$ cat src/include/backend_consts.svh
`ifndef BACKEND_CONSTS_SVH
`define BACKEND_CONSTS_SVH

// data path and architectural register file.
`define XLEN 32
`define ARCH_REGS 32

// physical registers and their index width.
`define PHYS_REGS 48
`define PREG_W 6

// free list holds the physical registers that are not mapped at reset.
`define FREE_DEPTH 16
`define FREE_W 4

`define ROB_DEPTH 16
`define ROB_W 4

`define IQ_DEPTH 8
`define IQ_W 3

`endif

$ cat src/hw/BackendPkg.sv
`default_nettype none
`include "backend_consts.svh"

package BackendPkg;

    typedef struct packed {
        logic [6:0] funct7;
        logic [4:0] rs2;
        logic [4:0] rs1;
        logic [2:0] funct3;
        logic [4:0] rd;
        logic [6:0] opcode;
    } RType;

    typedef struct packed {
        logic [11:0] imm12;
        logic [4:0]  rs1;
        logic [2:0]  funct3;
        logic [4:0]  rd;
        logic [6:0]  opcode;
    } IType;

    // one fetched word, seen through either format.
    typedef union packed {
        RType r;
        IType i;
    } InstWord;

    typedef enum logic [2:0] {
        ADD,
        SUB,
        AND,
        OR,
        XOR
    } AluOp;

    typedef struct packed {
        logic             valid;
        logic             illegal;
        AluOp             aluOp;
        logic             useImm;
        logic [`XLEN-1:0] imm;
        logic [4:0]       rs1;
        logic [4:0]       rs2;
        logic [4:0]       rd;
        logic             writesRd;
    } DecodedOp;

    // rd stays architectural because the ROB commits it.
    typedef struct packed {
        logic               valid;
        logic               illegal;
        AluOp               aluOp;
        logic               useImm;
        logic [`XLEN-1:0]   imm;
        logic [4:0]         rd;
        logic [`PREG_W-1:0] prs1;
        logic [`PREG_W-1:0] prs2;
        logic [`PREG_W-1:0] prd;
        logic [`PREG_W-1:0] oldPrd;
        logic [`ROB_W-1:0]  robIdx;
        logic               writesRd;
    } RenamedOp;

    typedef struct packed {
        AluOp               aluOp;
        logic               useImm;
        logic [`XLEN-1:0]   imm;
        logic [`PREG_W-1:0] prs1;
        logic [`PREG_W-1:0] prs2;
        logic [`PREG_W-1:0] prd;
        logic [`ROB_W-1:0]  robIdx;
        logic               writesRd;
    } IssueBundle;

    typedef struct packed {
        logic               en;
        logic               writesRd;
        logic [`PREG_W-1:0] prd;
        logic [`ROB_W-1:0]  robIdx;
        logic [`XLEN-1:0]   data;
    } WbBus;

    typedef struct packed {
        logic             en;
        logic             we;
        logic [4:0]       rd;
        logic [`XLEN-1:0] data;
    } CommitBus;

    typedef struct packed {
        logic               en;
        logic [`PREG_W-1:0] prd;
    } FreeReq;

endpackage

`default_nettype wire

$ cat src/hw/ROB.sv
`timescale 1ns/1ps
`default_nettype none
`include "backend_consts.svh"

module ROB (
    input  logic                 clk,
    input  logic                 rstN,
    input  BackendPkg::RenamedOp renamed,
    input  BackendPkg::WbBus     wb,
    output logic [`ROB_W-1:0]    robTail,
    output logic                 robLow,
    output BackendPkg::FreeReq   freePrd,
    output BackendPkg::CommitBus commit
);
    logic               done   [`ROB_DEPTH];
    logic [4:0]         rdArch [`ROB_DEPTH];
    logic               we     [`ROB_DEPTH];
    logic [`PREG_W-1:0] oldPrd [`ROB_DEPTH];
    logic [`XLEN-1:0]   data   [`ROB_DEPTH];
    logic [`ROB_W-1:0]  head;
    logic [`ROB_W-1:0]  tail;
    logic [`ROB_W:0]    count;
    logic               retire;

    assign retire = (count != 0) && done[head];
    assign robLow = count > (`ROB_DEPTH - 2);

    // the op leaving rename this cycle already owns the current tail slot.
    assign robTail = tail + `ROB_W'(renamed.valid);

    always_ff @(posedge clk) begin
        if (!rstN) begin
            for (int i = 0; i < `ROB_DEPTH; i++) begin
                done[i] <= 1'b0;
            end
            head  <= '0;
            tail  <= '0;
            count <= '0;
        end else begin
            if (renamed.valid) begin
                done[tail] <= renamed.illegal; // illegal ops never execute.
                tail       <= tail + 1;
            end
            if (wb.en) begin
                done[wb.robIdx] <= 1'b1;
            end
            if (retire) begin
                head <= head + 1;
            end
            count <= count + (`ROB_W+1)'(renamed.valid) - (`ROB_W+1)'(retire);
        end
    end

    always_ff @(posedge clk) begin
        if (renamed.valid) begin
            rdArch[tail] <= renamed.rd;
            we[tail]     <= renamed.writesRd;
            oldPrd[tail] <= renamed.oldPrd;
        end
        if (wb.en) begin
            data[wb.robIdx] <= wb.data;
        end
    end

    // one retirement per cycle, strictly from the head.
    always_ff @(posedge clk) begin
        if (!rstN) begin
            commit  <= '0;
            freePrd <= '0;
        end else begin
            commit.en   <= retire;
            commit.we   <= retire && we[head];
            commit.rd   <= rdArch[head];
            commit.data <= we[head] ? data[head] : '0;
            freePrd.en  <= retire && we[head];
            freePrd.prd <= oldPrd[head];
        end
    end
endmodule

`default_nettype wire

$ cat config.mk
export PLATFORM = sky130hd
export DESIGN_NAME = ROB
export DESIGN_NICKNAME = d
export VERILOG_FILES = /design/src/hw/BackendPkg.sv /design/src/hw/ROB.sv
export VERILOG_INCLUDE_DIRS = /design/src /design/src/include
export SDC_FILE = /design/constraint.sdc
export NUM_CORES = 1
export LEC_CHECK = 0
export ABC_AREA = 1
export BUFFER_PORTS_ARGS = -buffer_cell sky130_fd_sc_hd__buf_2
export CAP_MARGIN = 25
export CELL_PAD_IN_SITES_DETAIL_PLACEMENT = 1
export CELL_PAD_IN_SITES_GLOBAL_PLACEMENT = 1
export CORE_MARGIN = 2
export CORE_UTILIZATION = 35
export CTS_CLUSTER_SIZE = 8
export DETAILED_ROUTE_END_ITERATION = 16
export PLACE_DENSITY_LB_ADDON = 0.1
export SLEW_MARGIN = 10
export SYNTH_ARGS = -nofsm -noshare
export SYNTH_HDL_FRONTEND = slang
export SYNTH_SLANG_ARGS = --single-unit
$ cat constraint.sdc
create_clock -name clk -period 6.7 [get_ports clk]
set_clock_uncertainty 0.2 [all_clocks]
set_input_delay 1.005 -clock clk [delete_from_list [all_inputs] [get_ports clk]]
set_output_delay 1.005 -clock clk [all_outputs]
set_load 0.01 [all_outputs]
* Word level (Yosys, flattened, before mapping)
Memories as Yosys holds them, arrays and structs flattened. A register that Yosys moved wholly into a read port is not among the register bits. Index checks and enable logic that the tools add are counted.
Operators by class: mux-type cells 19, reduce and logical (&&, ||, !) cells 9, $add $sub $neg 5, $lt $le $gt $ge 1
Operator list (number):
- 4-bit two-way mux | 6
- 1-bit two-way mux | 13
- 4-bit by 1-bit adder with 4-bit output (second input constant) | 2
- 5-bit by 1-bit adder with 5-bit output | 1
- 5-bit by 4-bit greater-than comparator with 1-bit output (second input constant) | 1
- 5-bit nonzero test | 1
- 5-bit by 1-bit subtractor with 5-bit output | 1
- 4-bit by 1-bit adder with 4-bit output | 1
- 1-bit logical NOT | 3
- 1-bit logical AND | 2
- 2-bit AND reduction | 1
- 1-bit OR reduction | 2
Word-level totals: output and inout port bits 51, flip-flop bits (word level) 15, memory bits (writable) 720, bits of input ports 118, memories 5
Memories:
- data | depth 16, width 32, rd ports 1, clocked after Yosys merged registers in 1, write ports 1, line ROB.sv:19 | logic [`XLEN-1:0] data [`ROB_DEPTH];
- oldPrd | depth 16, width 6, rd ports 1, clocked after Yosys merged registers in 1, write ports 1, line ROB.sv:18 | logic [`PREG_W-1:0] oldPrd [`ROB_DEPTH];
- rdArch | depth 16, width 5, rd ports 1, clocked after Yosys merged registers in 1, write ports 1, line ROB.sv:16 | logic [4:0] rdArch [`ROB_DEPTH];
- done | depth 16, width 1, rd ports 1, clocked after Yosys merged registers in 1, write ports 16, line ROB.sv:15 | logic done [`ROB_DEPTH];
- we | depth 16, width 1, rd ports 1, clocked after Yosys merged registers in 1, write ports 1, line ROB.sv:17 | logic we [`ROB_DEPTH];

* Logic depth before layout (Yosys ltp)
Gate-level depths: netlist of run 1.
depth in word-level cells 5, mapped depth 17, gate-level depth less buffers 15

* Worst setup path before layout of run 1
OpenSTA, ideal clock, no wires.
path kind input to register, from in wb[32] in the netlist's numbering, to mem data[5][0] in the netlist's numbering (enable), setup slack 3.481 ns, stages on the path 4, arrival 2.597 ns, library setup time 0.423 ns, cells stage by stage inv_1 -> nor2_1 -> nand2_1 -> nor2_1
RTL lines:
- start: declaration | line ROB.sv:9 | input BackendPkg::WbBus wb,
- end: declaration | line ROB.sv:19
No word-level cell before the write port.

==> results of run 1 <==
## cells in the mapped netlist, types with 12 or more instances
cell	n	area, um^2
inv_1	60	225
clkbuf_1	51	191
ha_1	15	188
o211ai_1	78	586
nand3_1	71	355
buf_4	17	128
o21ai_0	355	1780
nor2_1	574	2150
nand2_1	168	631
o21ai_1	102	510
buf_1	12	45.0
a21oi_1	35	175
buf_6	16	180
o22ai_1	43	269
dfxtp_1	78	1560
edfxtp_1	704	21100
buf_2	61	305
## metrics by stage
step	util	instances	setup slack, ps
final	0.409	3824	3130
after global routing	0.409	3821	2810
after CTS	0.409	3819	3040
after detailed placement	0.373	3618	3080
after global placement	0.372	3617	3090
after floorplan	-	2474	3480
## routing by layer
metal | wire (um) | global-route usage | vias up
met5 | 24 | 0 | -
met4 | 1900 | 0.0567 | 4
met3 | 2970 | 0.0269 | 138
met2 | 43600 | 0.337 | 323
met1 | 38500 | 0.248 | 10089
li1 | - | - | 9102
## worst reg2reg max path, stage by stage, from the launching register on
cell	delay, ps
dfxtp_4	880
clkinv_8	780
buf_12	650
nor2_1	250
nor2_1	70
o21ai_0	130
o21ai_1	90
nand2_1	60
nand3_1	90
nand2_1	170
nor2_1	60
## path summary, 6_finish.rpt
| check | start | end | slack, ps | cells after the start |
|---|---|---|---|---|
| hold / removal | done[10] | done[10] | 280 | 2 |
| setup / recovery | head[0] | commit[17] | 3130 | 10 |
| setup reg to reg | head[0] | commit[17] | 3130 | 10 |
| hold reg to reg | done[10] | done[10] | 280 | 2 |
## registers in the layout, indices dropped and copies added (netlist names), named ones only
register  flops
count         5
commit       39
rdArch       80
data        512
done         16
we           16
freePrd       6
tail          4
oldPrd       96
head          4
## area by class of cell
| type | count | area, um^2 | share of cell area |
|---|---|---|---|
| flip-flops and latches | 782 | 22700 | 0.640 |
| multi-input cells | 1469 | 6990 | 0.197 |
| clock buffers | 193 | 3030 | 0.0854 |
| well taps | 1155 | 1450 | 0.0407 |
| repair buffers | 148 | 911 | 0.0256 |
| inverters | 64 | 258 | 0.00726 |
| clock inverters | 8 | 151 | 0.00426 |
| diodes | 5 | 12.5 | 0.000352 |
## cells in the final DEF (no fill, tap or decap), types with 2 or more instances in the layout
master	Yosys	routed
buf_4	17	41
inv_4	2	2
edfxtp_1	704	704
o21ai_0	355	355
clkbuf_1	51	84
o211ai_1	78	78
dfxtp_4	0	3
dfxtp_1	78	74
a21oi_2	5	5
o22ai_1	43	43
buf_2	61	103
a31oi_1	3	3
nor3_1	2	2
xor2_1	2	2
clkinv_16	0	3
o21ai_1	102	102
a211oi_1	9	9
clkbuf_16	0	108
buf_12	0	3
nor2_1	574	558
nand3_1	71	71
inv_6	0	2
o221ai_1	2	2
diode_2	0	5
nand2_1	168	168
inv_2	1	2
inv_1	60	59
a21oi_1	35	35
ha_1	15	15
clkinv_8	0	2
nor2_4	0	16
## logic make-up after synthesis
kind of cell / count (synthesis) / share of synthesized area
AND/OR/NAND/NOR: 817 / 0.103
flip-flops: 782 / 0.740
AO/OA/AOI/OAI: 634 / 0.113
buffers and inverters: 223 / 0.0360
adder cells (fa/ha/maj): 16 / 0.00677
XOR/XNOR: 2 / 0.000571
## power breakdown
group | internal, mW | switching (mW)
clock | 3.04 | 2.08
sequential | 5.53 | 0.201
combinational | 0.978 | 2.12
==> impl_metrics.env, run 1 <==
export IMPL_syn_area_um2=30700
export IMPL_drt_initial_drc_count=1050
export IMPL_cp_top_family="buffers and inverters"
export IMPL_fmax_mhz=280
export IMPL_cap_viol_max_count=0
export IMPL_crit_buf_inv=2
export IMPL_grt_pass1_wl_mm=130
export IMPL_period_share=0.533
export IMPL_worst_pin_slew_ps=1340
export IMPL_crit_chain="clkinv_8 > buf_12 > nor2_1 > nor2_1 > o21ai_0 > o21ai_1 > nand2_1 > nand3_1 > nand2_1 > nor2_1"
export IMPL_hold_buffers=0
export IMPL_cts_root_buf="clkbuf_16"
export IMPL_final_max_slew_viol_count=0
export IMPL_cpMaxStageDelayCell="dfxtp_4"
export IMPL_fillCellCount=9097
export IMPL_post_route_min_period_ps=3570
export IMPL_rows=108
export IMPL_antenna_found_initial=10
export IMPL_start_util=0.354
export IMPL_postCtsResizedCells=0
export IMPL_synthArstFlopShare=0
export IMPL_power_density_nw_per_um2=393
export IMPL_setup_viol=0
export IMPL_pin_count=169
export IMPL_synth_fp_nets=2608
export IMPL_ant_nets=0
export IMPL_grt_use_total=0.193
export IMPL_overflow=0
export IMPL_hpwl_mm=42.1
export IMPL_drive_gt1_frac=0.111
export IMPL_critical_path_peak_fanout=183
export IMPL_ys_warn_count=0
export IMPL_critPathCaptureType="flop"
export IMPL_finalNetCount=2707
export IMPL_status="finished clean"
export IMPL_hold_slack_ps=284
export IMPL_drc=0
export IMPL_fp_dieArea_um2=90000
export IMPL_synth_edf_count=704
export IMPL_yosys_most_used_dff="edfxtp_1"
export IMPL_tns_ps=0
export IMPL_cts_made_buffers=108
export IMPL_worstPathArrival_ps=3900
export IMPL_routed_wl_mm=87.0
export IMPL_power_mw=13.9
export IMPL_clock_latency_ps=660
export IMPL_vias_per_cell=5.14
export IMPL_ir_drop_mv=0.416
export IMPL_path_clk_slew_ps=50
export IMPL_clock_sinks=782
export IMPL_vias=19656
export IMPL_avgSynthCellArea_um2=12.4
export IMPL_cts_tree="yes"
export IMPL_routabilityCongestion=0.727
export IMPL_core_area_um2=86800
export IMPL_firstDrtPassIters=5
export IMPL_yosysUniqueCellTypes=32
export IMPL_dieHeight_um=300
export IMPL_htree_levels=3
export IMPL_die_w_um=300
export IMPL_critPathMaxStageDelay_ps=880
export IMPL_slew_headroom=0.107
export IMPL_power_leakage_nw=11.9
export IMPL_port_buffers=103
export IMPL_min_path_type="flop to flop"
export IMPL_syn_to_final_growth_pct=15.8
export IMPL_grt_pass1_vias=20730
export IMPL_grt_max_degree=234
export IMPL_synth_cells=2474
export IMPL_required_ps=7030
export IMPL_stdcell_area_um2=35500
export IMPL_place_area_um2=32300
export IMPL_crit_path_start_kind="flop"
export IMPL_post_cts_buffers=0
export IMPL_ys_seq_area_frac=0.740
export IMPL_critical_path_top_cell_by_count="nor2_1"
export IMPL_clk_path_buf_depth=3
export IMPL_ys_seq_elements=782
export IMPL_routedWlPerCell_um=22.7
export IMPL_rsz0062_at_grt="false"
export IMPL_critPathKind="flop to flop"
export IMPL_hold_violations=0
No activity file was read; power rests on OpenSTA's default activity.
==> inputs of run 2 (changes only) <==
==> constraint.sdc (replaced) <==
create_clock -name clk -period 3.3 [get_ports clk]
set_clock_uncertainty 0.2 [all_clocks]
set_input_delay 0.495 -clock clk [delete_from_list [all_inputs] [get_ports clk]]
set_output_delay 0.495 -clock clk [all_outputs]
set_load 0.01 [all_outputs]
==> impl_metrics.env, run 2 (same netlist as run 1, synthesis figures left out) <==
export IMPL_critical_path_top_cell_by_count="nand3_1"
export IMPL_min_path_type="primary input to flop"
export IMPL_required_ps=3690
export IMPL_routabilityCongestion=0.759
export IMPL_port_buffers=103
export IMPL_crit_chain="buf_4 > nand2_1 > nand3_1 > nand3_1 > nand3_1 > nand2_1 > nand3_1 > o21ai_0 > ha_1 > inv_1 > fa_1 > o31ai_1 > o21ai_0 > a21oi_1"
export IMPL_min_from="wb[10]"
export IMPL_largestRegisters="data (512), oldPrd (96), rdArch (80)"
export IMPL_hold_slack_ps=34.7
export IMPL_critPathCaptureType="flop"
export IMPL_power_leakage_nw=12.3
export IMPL_fin_ws_ps=471
export IMPL_setup_viol=0
export IMPL_drive_gt1_frac=0.117
export IMPL_cts_made_buffers=107
export IMPL_drt_initial_drc_count=1059
export IMPL_grt_use_total=0.191
export IMPL_place_area_um2=32700
export IMPL_crit_buf_inv=2
export IMPL_routed_wl_mm=86.0
export IMPL_start_util=0.354
export IMPL_hpwl_mm=43.9
export IMPL_crit_path_start_kind="flop"
export IMPL_clock_sinks=782
export IMPL_place_inst=3639
export IMPL_status="finished clean"
export IMPL_die_w_um=300
export IMPL_place_ws_ps=361
export IMPL_period_share=0.857
export IMPL_grt_max_degree=185
export IMPL_power_mw=28.5
export IMPL_layoutNonFillerInstCount=3886
export IMPL_worst_pin_slew_ps=967
export IMPL_top_register="data"
export IMPL_rows=108
export IMPL_dieHeight_um=300
export IMPL_grt_pass1_vias=21253
export IMPL_pin_count=169
export IMPL_drc=0
export IMPL_hold_violations=0
export IMPL_syn_to_final_growth_pct=18.4
export IMPL_critPathMaxStageDelay_ps=440
export IMPL_ir_drop_mv=0.559
export IMPL_antenna_found_initial=5
export IMPL_layout_commonest_cell="edfxtp_1"
export IMPL_cts_root_buf="clkbuf_16"
export IMPL_vias_per_cell=5.11
export IMPL_slew_headroom=0.355
export IMPL_final_util=0.419
export IMPL_power_density_nw_per_um2=785
export IMPL_vias=19868
export IMPL_stdcell_area_um2=36300
export IMPL_multi_input_area_um2=6990
export IMPL_worstPathArrival_ps=3220
export IMPL_grt_pass1_wl_mm=130
export IMPL_fmax_mhz=354
export IMPL_clk_path_buf_depth=3
export IMPL_regArea_um2=22700
export IMPL_critPathKind="flop to flop"
export IMPL_cts_tree="yes"
export IMPL_tns_ps=0
export IMPL_clock_latency_ps=680
export IMPL_htree_levels=3
export IMPL_final_max_slew_viol_count=0
export IMPL_fp_dieArea_um2=90000
export IMPL_final_cell_mix="edfxtp_1, nor2_1, o21ai_0, nand2_1, clkbuf_16"
export IMPL_critical_path_peak_fanout=10
export IMPL_cap_viol_max_count=0
export IMPL_finalNetCount=2771
export IMPL_post_route_min_period_ps=2830
export IMPL_firstDrtPassIters=5
export IMPL_cpMaxStageDelayCell="fa_1"
export IMPL_core_area_um2=86800
export IMPL_overflow=0
export IMPL_rsz0062_at_grt="false"
export IMPL_path_clk_slew_ps=50
export IMPL_fillCellCount=9152
export IMPL_largest_reg_flops=512
export IMPL_routedWlPerCell_um=22.1
export IMPL_cp_top_family="compound AO/OA/AOI/OAI gates"
export IMPL_ant_nets=0
[run 2: timing repair]
item                                    4_1_cts  5_1_grt
endpoints found under the setup margin        0        1
hold endpoints to repair                    627        0
hold buffers                                 44        0
resized for setup                             0        2
setup buffers                                 0        0
[run 2: routing by layer]
metal | global-route usage | wire [um] | up-vias
li1 | - | - | 9225
met4 | 0.0585 | 2240 | 4
met3 | 0.0246 | 2990 | 150
met5 | 0 | 27 | -
met2 | 0.333 | 42500 | 349
met1 | 0.249 | 38300 | 10140
[run 2: report_power, final]
group / switching, mW / total, mW / leakage, nW / internal [mW]
combinational: 4.54 / 6.68 / 3.76 / 2.14
clock: 4.26 / 10.4 / 1.50 / 6.14
sequential: 0.193 / 11.4 / 7.00 / 11.2
[run 2: worst paths after layout]
| path | endpoint | slack [ps] | cells after the start |
|---|---|---|---|
| worst max register to register | count[4] | 470 | 14 |
| worst max-delay path | count[4] | 470 | 14 |
| worst min-delay path | data[1][10] | 30 | 1 |
| worst min register to register | done[0] | 290 | 2 |
[run 2: cell type report]
| class | count | area share |
|---|---|---|
| Timing Repair Buffer | 213 | 0.0468 |
| Clock inverter | 7 | 0.00541 |
| Multi-Input combinational cell | 1469 | 0.192 |
| Clock buffer | 193 | 0.0829 |
| Inverter | 64 | 0.00710 |
| Tap cell | 1155 | 0.0398 |
| Sequential cell | 782 | 0.625 |
| Antenna cell | 3 | 0.000207 |
