===== config.mk =====
export PLATFORM = sky130hd
export DESIGN_NAME = IntIssueQueue
export DESIGN_NICKNAME = d
export VERILOG_FILES = /design/src/hw/BackendPkg.sv /design/src/hw/IntIssueQueue.sv
export VERILOG_INCLUDE_DIRS = /design/src /design/src/include
export SDC_FILE = /design/constraint.sdc
export NUM_CORES = 1
export LEC_CHECK = 0
export BUFFER_PORTS_ARGS = -buffer_cell sky130_fd_sc_hd__clkbuf_2
export CAP_MARGIN = 20
export CORE_ASPECT_RATIO = 0.7
export CORE_MARGIN = 3
export CORE_UTILIZATION = 50
export DETAILED_ROUTE_END_ITERATION = 8
export GPL_ROUTABILITY_DRIVEN = 1
export HOLD_SLACK_MARGIN = 0.08
export PLACE_DENSITY = 0.68
export SYNTH_ARGS = -nofsm -noshare
export SYNTH_HDL_FRONTEND = slang
export SYNTH_SLANG_ARGS = --single-unit

===== constraint.sdc =====
create_clock -name clk -period 19.2 [get_ports clk]
set_input_delay 3.84 -clock clk [delete_from_list [all_inputs] [get_ports clk]]
set_output_delay 3.84 -clock clk [all_outputs]
set_load 0.02 [all_outputs]

===== src/include/backend_consts.svh =====
`ifndef BACKEND_CONSTS_SVH
`define BACKEND_CONSTS_SVH

// data path and architectural register file.
`define XLEN 32
`define ARCH_REGS 32

// physical registers and their index width.
`define PHYS_REGS 48
`define PREG_W 6

// free list holds the physical registers that are not mapped at reset.
`define FREE_DEPTH 16
`define FREE_W 4

`define ROB_DEPTH 16
`define ROB_W 4

`define IQ_DEPTH 8
`define IQ_W 3

`endif


===== src/hw/BackendPkg.sv =====
`default_nettype none
`include "backend_consts.svh"

package BackendPkg;

    typedef struct packed {
        logic [6:0] funct7;
        logic [4:0] rs2;
        logic [4:0] rs1;
        logic [2:0] funct3;
        logic [4:0] rd;
        logic [6:0] opcode;
    } RType;

    typedef struct packed {
        logic [11:0] imm12;
        logic [4:0]  rs1;
        logic [2:0]  funct3;
        logic [4:0]  rd;
        logic [6:0]  opcode;
    } IType;

    // one fetched word, seen through either format.
    typedef union packed {
        RType r;
        IType i;
    } InstWord;

    typedef enum logic [2:0] {
        ADD,
        SUB,
        AND,
        OR,
        XOR
    } AluOp;

    typedef struct packed {
        logic             valid;
        logic             illegal;
        AluOp             aluOp;
        logic             useImm;
        logic [`XLEN-1:0] imm;
        logic [4:0]       rs1;
        logic [4:0]       rs2;
        logic [4:0]       rd;
        logic             writesRd;
    } DecodedOp;

    // rd stays architectural because the ROB commits it.
    typedef struct packed {
        logic               valid;
        logic               illegal;
        AluOp               aluOp;
        logic               useImm;
        logic [`XLEN-1:0]   imm;
        logic [4:0]         rd;
        logic [`PREG_W-1:0] prs1;
        logic [`PREG_W-1:0] prs2;
        logic [`PREG_W-1:0] prd;
        logic [`PREG_W-1:0] oldPrd;
        logic [`ROB_W-1:0]  robIdx;
        logic               writesRd;
    } RenamedOp;

    typedef struct packed {
        AluOp               aluOp;
        logic               useImm;
        logic [`XLEN-1:0]   imm;
        logic [`PREG_W-1:0] prs1;
        logic [`PREG_W-1:0] prs2;
        logic [`PREG_W-1:0] prd;
        logic [`ROB_W-1:0]  robIdx;
        logic               writesRd;
    } IssueBundle;

    typedef struct packed {
        logic               en;
        logic               writesRd;
        logic [`PREG_W-1:0] prd;
        logic [`ROB_W-1:0]  robIdx;
        logic [`XLEN-1:0]   data;
    } WbBus;

    typedef struct packed {
        logic             en;
        logic             we;
        logic [4:0]       rd;
        logic [`XLEN-1:0] data;
    } CommitBus;

    typedef struct packed {
        logic               en;
        logic [`PREG_W-1:0] prd;
    } FreeReq;

endpackage

`default_nettype wire


===== src/hw/IntIssueQueue.sv =====
`timescale 1ns/1ps
`default_nettype none
`include "backend_consts.svh"

module IntIssueQueue (
    input  logic                   clk,
    input  logic                   rstN,
    input  BackendPkg::RenamedOp   renamed,
    input  BackendPkg::WbBus       wb,
    output logic                   issueValid,
    output BackendPkg::IssueBundle issue,
    output logic                   iqLow
);
    BackendPkg::IssueBundle entry [`IQ_DEPTH];
    BackendPkg::IssueBundle enqOp;
    logic                   valid [`IQ_DEPTH];
    logic                   rdy1  [`IQ_DEPTH];
    logic                   rdy2  [`IQ_DEPTH];
    logic [`IQ_W-1:0]       age   [`IQ_DEPTH]; // number of older valid entries.
    logic [`PHYS_REGS-1:0]  busy;
    logic [`IQ_W:0]         used;
    logic [`IQ_W-1:0]       selIdx;
    logic [`IQ_W-1:0]       selAge;
    logic [`IQ_W-1:0]       freeIdx;
    logic                   wakeValid;
    logic                   enq;
    logic                   src1Ready;
    logic                   src2Ready;

    assign wakeValid = wb.en && wb.writesRd;
    assign enq       = renamed.valid && !renamed.illegal;
    assign iqLow     = used > (`IQ_DEPTH - 2);

    // a wakeup in the dispatch cycle must not be missed by the new entry.
    assign src1Ready = (renamed.prs1 == '0) || !busy[renamed.prs1] ||
                       (wakeValid && wb.prd == renamed.prs1);
    assign src2Ready = renamed.useImm || (renamed.prs2 == '0) || !busy[renamed.prs2] ||
                       (wakeValid && wb.prd == renamed.prs2);

    always_comb begin
        enqOp.aluOp    = renamed.aluOp;
        enqOp.useImm   = renamed.useImm;
        enqOp.imm      = renamed.imm;
        enqOp.prs1     = renamed.prs1;
        enqOp.prs2     = renamed.prs2;
        enqOp.prd      = renamed.prd;
        enqOp.robIdx   = renamed.robIdx;
        enqOp.writesRd = renamed.writesRd;
    end

    always_comb begin
        used       = '0;
        issueValid = 1'b0;
        selIdx     = '0;
        selAge     = '0;
        freeIdx    = '0;
        for (int i = `IQ_DEPTH - 1; i >= 0; i--) begin
            if (!valid[i]) freeIdx = `IQ_W'(i);
        end
        for (int i = 0; i < `IQ_DEPTH; i++) begin
            used = used + (`IQ_W+1)'(valid[i]);
            if (valid[i] && rdy1[i] && rdy2[i] && (!issueValid || age[i] < selAge)) begin
                issueValid = 1'b1;
                selIdx     = `IQ_W'(i);
                selAge     = age[i];
            end
        end
    end

    assign issue = entry[selIdx];

    always_ff @(posedge clk) begin
        if (!rstN) begin
            busy <= '0;
            for (int i = 0; i < `IQ_DEPTH; i++) begin
                valid[i] <= 1'b0;
                rdy1[i]  <= 1'b0;
                rdy2[i]  <= 1'b0;
                age[i]   <= '0;
            end
        end else begin
            if (enq && renamed.writesRd) busy[renamed.prd] <= 1'b1;
            if (wakeValid) busy[wb.prd] <= 1'b0;
            for (int i = 0; i < `IQ_DEPTH; i++) begin
                if (wakeValid && valid[i] && entry[i].prs1 == wb.prd) rdy1[i] <= 1'b1;
                if (wakeValid && valid[i] && entry[i].prs2 == wb.prd) rdy2[i] <= 1'b1;
                if (issueValid && valid[i] && age[i] > selAge) age[i] <= age[i] - 1;
            end
            if (issueValid) valid[selIdx] <= 1'b0;
            if (enq) begin
                valid[freeIdx] <= 1'b1;
                rdy1[freeIdx]  <= src1Ready;
                rdy2[freeIdx]  <= src2Ready;
                age[freeIdx]   <= `IQ_W'(used - (`IQ_W+1)'(issueValid));
            end
        end
    end

    always_ff @(posedge clk) begin
        if (enq) entry[freeIdx] <= enqOp;
    end
endmodule

`default_nettype wire


* Yosys cells after proc, flatten, opt, wreduce, memory -nomap -nowiden *
Memories as Yosys holds them, arrays and structs flattened.
Index checks and enable logic that the tools add are counted.

storage, ports and cells
  bits in registers = 48
  latch bits = 0
  bits in writable memories = 520
  bits in read-only memories = 0
  input port bits = 118
  output and inout port bits = 61
  word-level logic and storage cells = 337
  memories kept = 5

cells by class
  $add $sub $neg = 16
  multipliers = 0
  div/mod/pow operators = 0
  order comparisons = 22
  equality and inequality tests = 18
  shifts and indexed selects = 0
  muxes and demuxes = 152
  bitwise operators = 27
  reductions and logical operators = 96

memories
  name   words  width  rd ports  clocked after Yosys merged registers in  wr ports  line                 source
  entry  8      59     9         0                                        1         IntIssueQueue.sv:14  BackendPkg::IssueBundle entry [`IQ_DEPTH];
  age    8      3      8         0                                        9         IntIssueQueue.sv:19  logic [`IQ_W-1:0] age [`IQ_DEPTH];
  rdy1   8      1      8         0                                        9         IntIssueQueue.sv:17  logic rdy1 [`IQ_DEPTH];
  rdy2   8      1      8         0                                        9         IntIssueQueue.sv:18  logic rdy2 [`IQ_DEPTH];
  valid  8      1      8         0                                        8         IntIssueQueue.sv:16  logic valid [`IQ_DEPTH];

operators with widths
  cell                 number
  $mux 48              3
  $mux 1               113
  $eq 6x6->1           18
  $mux 3               32
  $logic_and 1x1->1    70
  $and 48x48->48       1
  $not 48->48          1
  $or 48x48->48        1
  $lt 6x7->1 const B   4
  $gt 3x3->1           8
  $or 1x1->1           24
  $sub 3x1->3 const B  8
  $lt 3x3->1           7
  $add 4x1->4          4
  $bmux 1 s6           2
  $demux 1 s6          2
  $ge 6x1->1 const B   2
  $logic_not 6->1      2
  $logic_or 1x1->1     12
  $logic_not 1->1      10
  $add 3x1->4          1
  $gt 4x3->1 const B   1
  $add 2x1->3          1
  $sub 3x1->3          1
  other kinds (2)      3

* Depth between registers and ports, before layout *
Gate-level depths: netlist of run 1.
An unclocked memory read counts as a cell.

  depth in word-level cells = 38
  mapped depth = 66
  depth with buffers taken out = 60

* Worst setup path before layout of run 1 *
Ideal clock, no wire load.

  kind = reg2out
  from = memory valid[0]
  to = output issue[10] (netlist bit)
  data arrival time = 10.979 ns
  data required time = 15.360 ns
  slack = 4.381 ns
  stages on the path, launching flop included = 58
  buffers on the path = 5
  path through = dfxtp_1 buf_2 and3_1 buf_4 nand2_1 ha_1 and2_1 a311o_1 a21oi_1 mux2i_1 inv_1 ha_1 nor2_1 nand2_1 nor4b_4 nor2_1 mux2_2 inv_1 [... 22 more ...] ha_1 o211ai_1 a211oi_1 nor3_1 inv_1 nand2_1 o21ai_0 ha_1 nand4_1 a211o_1 o311a_1 o211ai_2 buf_4 nand2_2 nor2_2 buf_2 o211ai_1 o221ai_1

RTL lines
  element             line                 source
  start: declaration  IntIssueQueue.sv:16
  end: declaration    IntIssueQueue.sv:11  output BackendPkg::IssueBundle issue,

==> out/metrics.yaml, run 1 <==
ys_seq_area_share_pct: 61.1
cts_setup_buffers: 0
p_clk_share_pct: 41.5
area_delta_synth_final_pct: 11.1
rsz0062_at_grt: "false"
fill_cells: 4232
place.gp.congestion: 0.913
htree_levels: 2
drt-wirelength-per-cell_um: 24.6
status: "finished clean"
final_cell_area_mm2: 0.0298
placed_area_mm2: 0.0280
power_switching_mw: 0.549
ys_ff_latch: 568
first_global_vias: 18000
dp_hpwl_um: 44000
crit_top_cell: "ha_1"
critPathCaptureType: "primary output"
ctsLongestPathBuffers: 3
netSwitchingFraction_pct: 21.5
power.density_mw_per_mm2: 85.5
firstDrtPassIters: 5
finalCritPeriodShare_pct: 96.0
drt_iter0_drc: 2129
slew_headroom_pct: 25.0
post-place-ws_ns: 1.29
cap_violations: 0
antenna_cells: 0
synth_area_mm2: 0.0269
fin_crit_ns: 18.44
routed_wl_um: 73100
cts.clk_slew.worst_paths_ns: 0.06
comb_power_share_pct: 4.9
syn-num-nets: 2288
synth_top_area_share_pct: 56.1
start_util_pct: 51.0
worst_slew_pin_slew_ns: 1.12
grt_pass1_wl_um: 109000
drv_slew: 0
die_h_um: 200
die_area_mm2: 0.0566
cts_tree: "yes"
grt_overflow: 0
cts-root-buf: "clkbuf_16"
route.detailed.drc: 0
hold_violations: 0
port_buffers: 131
finClkSkew_ns: 0.0234
synth_area_per_cell_um2: 12.6
arrival_ns: 14.60
drive_above_1_share_pct: 17.7
synth_top_area_cell: "edfxtp_1"
vias: 18500
required_ns: 15.36
crit_path_start_kind: "flip-flop"
grt_max_degree: 109
leakagePower_nw: 10.7
clock-sinks: 568
worstPathMaxFanout: 25
tns_ns: 0
power_frac_seq_pct: 53.6
yosysWarningCount: 0
nets: 2379
p_int_mw: 2.00
row_count: 70
hp-class: "flip-flop to flip-flop"
grt_use_total_pct: 25.2
power_mw: 2.55
ir_drop_uv: 68.8
min_path_cells: 2
synth_area_leaders: "edfxtp_1 56%, dfxtp_1 4.9%, nand2_1 4.1%"
setup_viol: 0
ant_nets: 0
syn_inst: 2123
setup_ws_ns: 0.759
die_w_um: 283
vias_per_cell: 6.23
reg2reg_depth: 57
core_mm2: 0.0526
timing_worst_setup_path_type: "flip-flop to primary output"
cp_slowest_cell: "nor2_4"
fmax_mhz: 54.2
synth-edff-count: 502
cts_made_buffers: 53
async_reset_ff_share_pct: 0
synth_ff_type: "edfxtp_1"
antenna_found_initial: 2
ys_types: 95
io_pins: 179
slowest_delay_ns: 0.99
clk_latency_ns: 0.62
[registers in the layout, summed over array words and instances (netlist names)]
signal and cells:
rdy1 8, valid 8, entry 472, age 24, rdy2 8, busy 48
[layer usage]
layer / global-route usage, % / share of wire [%] / vias up
li1: - / - / 8275
met1: 35.6 / 42 / 9292
met2: 40.2 / 46 / 858
met3: 5.39 / 10 / 104
met4: 6.54 / 1.9 / 2
met5: 0 / 0.015 / -
[worst paths after layout]
| kind | slack, ns | from | to |
|---|---|---|---|
| max | 0.76 | valid[0] | issue[32] |
| min | 0.51 | busy[39] | busy[39] |
| max reg2reg | 3.39 | valid[0] | age[5][0] |
| min reg2reg | 0.51 | busy[39] | busy[39] |
[per-stage QoR]
step                      util, %  instances  hold WS, ns
after floorplan                 -       2123        0.463
after global placement       53.3       2876        0.479
after detailed placement     53.3       2876        0.496
after CTS                    56.6       2972        0.510
after global routing         56.7       2975        0.545
final                        56.7       2975        0.511
[kinds of logic after synthesis]
logic type | Yosys count | share of synthesized area (%)
compound gates | 505 | 14.2
xor+xnor | 120 | 3.91
simple gates | 618 | 10.6
buf+inv | 168 | 2.91
fa+ha+maj | 48 | 2.34
mux | 96 | 4.94
flops | 568 | 61.1
[cell usage in the layout (no fill, tap or decap), drive strengths merged, types with 41 or more instances in the layout]
cell type,n
o21ai,123
o211ai,66
nand3,58
nor2,116
a21oi,104
xor2,59
nand2,296
clkbuf,205
dfxtp,66
mux2i,64
o221a,41
a211o,47
xnor2,61
ha,43
inv,42
edfxtp,502
[repair_timing]
item                                    4_1_cts  5_1_grt
gates resized for setup                       0        4
hold buffers                                  0        0
endpoints found under the setup margin        0       42
hold endpoints to repair                      0        0
[synthesized netlist by cell type, types with 17 or more instances]
master	number
a21oi_1	62
inv_1	45
o21ai_0	115
edfxtp_1	502
a211o_1	47
nand4_1	20
xnor2_1	61
o221a_2	41
nand3_1	55
and3_1	26
ha_1	43
dfxtp_1	66
nand2_1	295
a21oi_2	40
clkbuf_1	71
nor4_1	17
nor3_1	24
mux2i_1	64
o211ai_1	65
mux4_2	29
xor2_1	59
nor2_1	113
[layout make-up]
type                    instances  area (um2)  share of cell area, %
well taps                     720         901                   3.02
clock buffers                  74        1480                   4.95
flip-flops and latches        568       16400                   55.0
inverters                      46         178                  0.596
repair buffers                158         892                   2.99
clock inverters                22         260                  0.873
multi-input cells            1387        9720                   32.6
[power groups by stage]
| stage | combinational [mW] | clock, mW | sequential, mW |
|---|---|---|---|
| 2_1_floorplan | 0.0736 | 0 | 1.39 |
| 3_5_place_dp | 0.122 | 0 | 1.39 |
| 3_3_place_gp | 0.118 | 0 | 1.39 |
| 6_report | 0.124 | 1.06 | 1.37 |
| 5_1_grt | 0.134 | 1.12 | 1.37 |
| 4_1_cts | 0.122 | 1.07 | 1.37 |
[worst max-delay path, delay by kind of cell (launching register included)]
family / cells / cell delay (ns)
muxes: 4 / 1.22
DFF: 1 / 0.68
buffers and inverters: 8 / 1.29
AOI/OAI and AO/OA: 17 / 4.39
adders and majority gates: 7 / 2.10
and+or+nand+nor: 16 / 4.29
Power figures use the tool's default switching activity.
==> run 2, diff against run 1 <==
--- a/config.mk
+++ b/config.mk
@@ -8,13 +8,16 @@
 export LEC_CHECK = 0
 export BUFFER_PORTS_ARGS = -buffer_cell sky130_fd_sc_hd__clkbuf_2
 export CAP_MARGIN = 20
+export CELL_PAD_IN_SITES_DETAIL_PLACEMENT = 0
+export CELL_PAD_IN_SITES_GLOBAL_PLACEMENT = 1
 export CORE_ASPECT_RATIO = 0.7
 export CORE_MARGIN = 3
 export CORE_UTILIZATION = 50
 export DETAILED_ROUTE_END_ITERATION = 8
 export GPL_ROUTABILITY_DRIVEN = 1
 export HOLD_SLACK_MARGIN = 0.08
-export PLACE_DENSITY = 0.68
+export PLACE_DENSITY_LB_ADDON = 0.1
+export RECOVER_POWER = 100
 export SYNTH_ARGS = -nofsm -noshare
 export SYNTH_HDL_FRONTEND = slang
 export SYNTH_SLANG_ARGS = --single-unit
==> run 2 against run 1 <==
  * The flow now finishes with violations (max-capacitance violations, max-slew violations)
  * Clock skew barely moved
  * Sequential power barely moved
  * Worst setup slack improved by 0.14 ns
  * Die area did not move
  * Core utilization fell by 0.50 points
  * Combinational power fell by 3%
  * Final area fell by 0.89%
  * Sequential cell count did not move
  * Via count fell by 1.2%
  * Worst hold slack got worse by 0.0011 ns
  * Largest cell class unchanged
  * Highest routed layer is now met4
==> out/metrics.yaml, run 2 (synthesis results as in run 1) <==
cts.clk_slew.worst_paths_ns: 0.07
row_count: 70
power_mw: 2.54
dp_hpwl_um: 46400
antenna_found_initial: 2
route.detailed.drc: 0
cts_setup_buffers: 0
vias: 18300
drive_above_1_share_pct: 12.2
die_w_um: 283
crit_top_cell: "ha_1"
cts_made_buffers: 54
grt_overflow: 0
largest_reg_flops: 472
drt_iter0_drc: 1886
area_delta_synth_final_pct: 10.1
vias_per_cell: 6.14
setup_viol: 0
die_h_um: 200
antenna_cells: 0
finalCritPeriodShare_pct: 95.3
tns_ns: 0
grt_pass1_wl_um: 111000
fill_cells: 4436
first_global_vias: 17300
clock-sinks: 568
reg_top3: "entry x472, busy x48, age x24"
fin_crit_ns: 18.30
routed_wl_um: 75300
nets: 2386
largest-register: "entry"
core_mm2: 0.0526
grt_max_degree: 76
port_buffers: 131
seq_area_mm2: 0.0164
fmax_mhz: 54.6
holdWs_ns: 0.510
io_pins: 179
hp-class: "flip-flop to flip-flop"
required_ns: 15.36
ctsLongestPathBuffers: 3
htree_levels: 2
finClkSkew_ns: 0.0229
slew_headroom_pct: -209
cp_slowest_cell: "or3_1"
grt_use_total_pct: 26.1
drv_slew: 590
rsz0062_at_grt: "false"
cts_hold_buf: 0
cap_violations: 17
hold_violations: 0
status: "complete, but fails checks"
die_area_mm2: 0.0566
cts-root-buf: "clkbuf_16"
critPathCaptureType: "primary output"
worstPathMaxFanout: 35
clk_latency_ns: 0.61
crit_path_start_kind: "flip-flop"
slowest_delay_ns: 0.67
mostFrequentLayoutCells: "502 x edfxtp_1, 294 x nand2_1, 116 x o21ai_0"
ir_drop_uv: 70.4
layout_commonest_cell: "edfxtp_1"
cts_resized: 0
violations: "max-capacitance violations, max-slew violations"
leakagePower_nw: 10.3
firstDrtPassIters: 6
cts_tree: "yes"
drt-wirelength-per-cell_um: 25.2
timing_worst_setup_path_type: "flip-flop to primary output"
worst_slew_pin_slew_ns: 4.64
final_util_pct: 56.2
arrival_ns: 14.46
place.gp.congestion: 0.911
start_util_pct: 51.0
power.density_mw_per_mm2: 85.9
ant_nets: 0
multi_input_area_mm2: 0.00962
-- run 2: cell count changes in the layout (fill, tap and decap cells not counted), sizes merged --
| cell | delta |
|---|---|
| buf | -4 |
| clkinv | +6 |
| clkinvlp | +6 |
| inv | -1 |
| nor2 | +1 |
-- run 2: worst paths after layout --
| path | start | end | slack (ns) | depth (start not counted) |
|---|---|---|---|---|
| worst max-delay path | valid[0] | issue[17] | 0.90 | 54 |
| worst min-delay path | busy[33] | busy[33] | 0.51 | 2 |
| worst max register to register | valid[0] | age[3][2] | 4.23 | 57 |
| worst min register to register | busy[33] | busy[33] | 0.51 | 2 |
-- run 2: per-layer routing --
metal / up-vias / track usage (%) / part of all wire (%)
li1: 8282 / - / -
met1: 9201 / 39.8 / 47
met2: 737 / 38.1 / 43
met3: 93 / 5.91 / 8.6
met4: 0 / 5.77 / 1.8
met5: - / 0 / 0
-- run 2: layout make-up --
type / count / share of cell area [%]
clock buffers: 65 / 4.74
clock inverters: 33 / 1.10
inverters: 46 / 0.609
multi-input cells: 1388 / 32.5
flip-flops and latches: 568 / 55.5
well taps: 720 / 3.05
repair buffers: 163 / 2.49
-- run 2: report_power, final --
part | total (mW) | switching (mW) | internal, mW
Sequential | 1.37 | 0.00925 | 1.36
Combinational | 0.120 | 0.0838 | 0.0366
Clock | 1.05 | 0.462 | 0.590
-- run 2: worst max-delay path, delay by kind of cell, from the launching register on --
family,cells,cell delay (ns)
multiplexers,4,1.25
buffers and inverters,8,1.47
AND/OR/NAND/NOR,17,3.81
adder cells (fa/ha/maj),7,2.08
AO/OA/AOI/OAI,18,4.56
flip-flops,1,0.66
-- run 2: stage by stage --
step	worst slack, ns	cell area, um2	instances
global route	0.0395	29600	2983
detailed placement	1.70	28100	2883
finish	0.895	29600	2983
CTS	1.01	29800	2981
floorplan	4.38	26900	2123
global placement	1.78	28100	2883
==> run 3, diff against run 2 <==
--- a/config.mk
+++ b/config.mk
@@ -12,7 +12,7 @@
 export CELL_PAD_IN_SITES_GLOBAL_PLACEMENT = 1
 export CORE_ASPECT_RATIO = 0.7
 export CORE_MARGIN = 3
-export CORE_UTILIZATION = 50
+export CORE_UTILIZATION = 45
 export DETAILED_ROUTE_END_ITERATION = 8
 export GPL_ROUTABILITY_DRIVEN = 1
 export HOLD_SLACK_MARGIN = 0.08
==> constraint.sdc (replaced) <==
create_clock -name clk -period 16 [get_ports clk]
set_input_delay 3.2 -clock clk [delete_from_list [all_inputs] [get_ports clk]]
set_output_delay 3.2 -clock clk [all_outputs]
set_load 0.02 [all_outputs]
==> run 3 against run 2 <==
  * Worst hold slack worse by 0.0099 ns
  * Core utilization decreased by 4.5 points
  * Power rose by 22%
  * First-iteration DRC count is 7.7% lower
  * Final area rose by 2.6%
  * Register-to-register slack lost 1.4 ns
  * The flow still finishes with violations (max-capacitance violations, max-slew violations)
  * Via count is 1.2% higher
  * Die area increased by 11%
  * Count of clock-buffer cells in the layout increased by 7
  * Clock power grew 24%
==> out/metrics.yaml, run 3 (synthesis results as in run 1) <==
area_delta_synth_final_pct: 12.9
power.density_mw_per_mm2: 102
arrival_ns: 12.15
leakagePower_nw: 10.6
cts_made_buffers: 55
grt_pass1_wl_um: 117000
firstDrtPassIters: 5
setup_viol: 0
slew_headroom_pct: -195
finClkSkew_ns: 0.0146
required_ns: 12.80
timing_worst_setup_path_type: "flip-flop to primary output"
fin_crit_ns: 15.35
layout_commonest_cell: "edfxtp_1"
status: "complete, but fails checks"
vias_per_cell: 5.98
cp-endpoint: "issue[15]"
cts-root-buf: "clkbuf_16"
tns_ns: 0
ir_drop_uv: 87.3
die_area_mm2: 0.0627
crit_path_start_kind: "flip-flop"
nets: 2420
clk_latency_ns: 0.61
drt-wirelength-per-cell_um: 25.8
cts_tree: "yes"
port_buffers: 131
cp.depth: 52
power_mw: 3.09
r2r-start: "rdy1[0]"
crit_start: "rdy1[0]"
mostFrequentLayoutCells: "502 x edfxtp_1, 294 x nand2_1, 111 x nor2_1, 111 x o21ai_0, 83 x clkbuf_1"
hp-class: "flip-flop to flip-flop"
routed_wl_um: 80000
cp_slowest_cell: "a311o_2"
ant_nets: 0
cp_top_family: "compound AO/OA/AOI/OAI gates"
worstPathMaxFanout: 22
final_util_pct: 51.6
grt_use_total_pct: 24.9
placed_area_mm2: 0.0284
dp_hpwl_um: 48500
cts.clk_slew.worst_paths_ns: 0.07
drt_iter0_drc: 1741
route.detailed.drc: 0
reg2reg_to: "age[5][0]"
ctsLongestPathBuffers: 3
fmax_mhz: 65.1
grt_overflow: 0
core_mm2: 0.0587
start_util_pct: 45.7
worst_slew_pin_slew_ns: 4.42
hold_violations: 0
io_pins: 179
r2r_slack_ns: 2.79
row_count: 74
cap_violations: 15
vias: 18500
die_h_um: 210
reg2reg_depth: 57
place.gp.congestion: 0.880
slowest_delay_ns: 0.47
crit_top_cell: "ha_1"
clock-sinks: 568
antenna_found_initial: 3
finalCritPeriodShare_pct: 96.0
grt_max_degree: 78
violations: "max-capacitance violations, max-slew violations"
htree_levels: 2
largest_reg_flops: 472
reg_top3: "entry x472, busy x48, age x24"
drive_above_1_share_pct: 16.6
critPathCaptureType: "primary output"
largest-register: "entry"
path_buf_inv: 6
final_cell_area_mm2: 0.0303
drv_slew: 519
die_w_um: 298
first_global_vias: 18100
## run 3: where the power goes
group / switching (mW) / internal, mW / leakage, nW
combinational: 0.103 / 0.0465 / 4.66
sequential: 0.0104 / 1.63 / 5.10
clock: 0.568 / 0.732 / 0.865
total: 0.682 / 2.41 / 10.6
## run 3: worst min path at each step
stage	to	slack [ns]	start	depth (start not counted)
after floorplan	busy[34]	0.46	busy[34]	2
after global placement	busy[37]	0.48	busy[37]	2
after detailed placement	busy[34]	0.49	busy[34]	2
after CTS	busy[34]	0.51	busy[34]	2
after global routing	busy[37]	0.53	busy[37]	2
final	busy[34]	0.50	busy[34]	2
## run 3: tightest hold or removal path: cells and delay by family (launching register included)
kind	cells	cell delay [ns]
flops	1	0.34
simple gates	1	0.08
compound gates	1	0.04
## run 3: area by class of cell
cell class	count	area, um2
fill	5254	28400
sequential	568	16400
multi-input combinational	1387	9790
clock buffer	72	1510
timing repair buffer	197	1160
tap	798	998
clock inverter	30	273
inverter	46	181
antenna	1	2.50
## run 3: per-layer routing
| layer | global-route usage [%] | wire length [um] | vias up |
|---|---|---|---|
| met5 | 0 | 0 | - |
| met4 | 5.68 | 1410 | 0 |
| met1 | 38.0 | 37700 | 9439 |
| li1 | - | - | 8364 |
| met2 | 37.3 | 35100 | 631 |
| met3 | 4.21 | 5860 | 104 |
## run 3: what timing repair did
item / CTS / global route
hold buffers: 0 / 0
resized for setup: 3 / 23
pin swaps: 1 / 8
endpoints found under the setup margin: 53 / 59
buffers inserted: 2 / 10
cloned: 0 / 3
## run 3: through the flow
stage | worst slack [ns] | std cells | hold WS, ns
floorplan | 1.82 | 2123 | 0.463
global placement | 0.507 | 2980 | 0.483
detailed placement | 0.382 | 2981 | 0.490
CTS | 0.0195 | 3085 | 0.506
global route | -0.0510 | 3099 | 0.529
finish | 0.648 | 3099 | 0.500
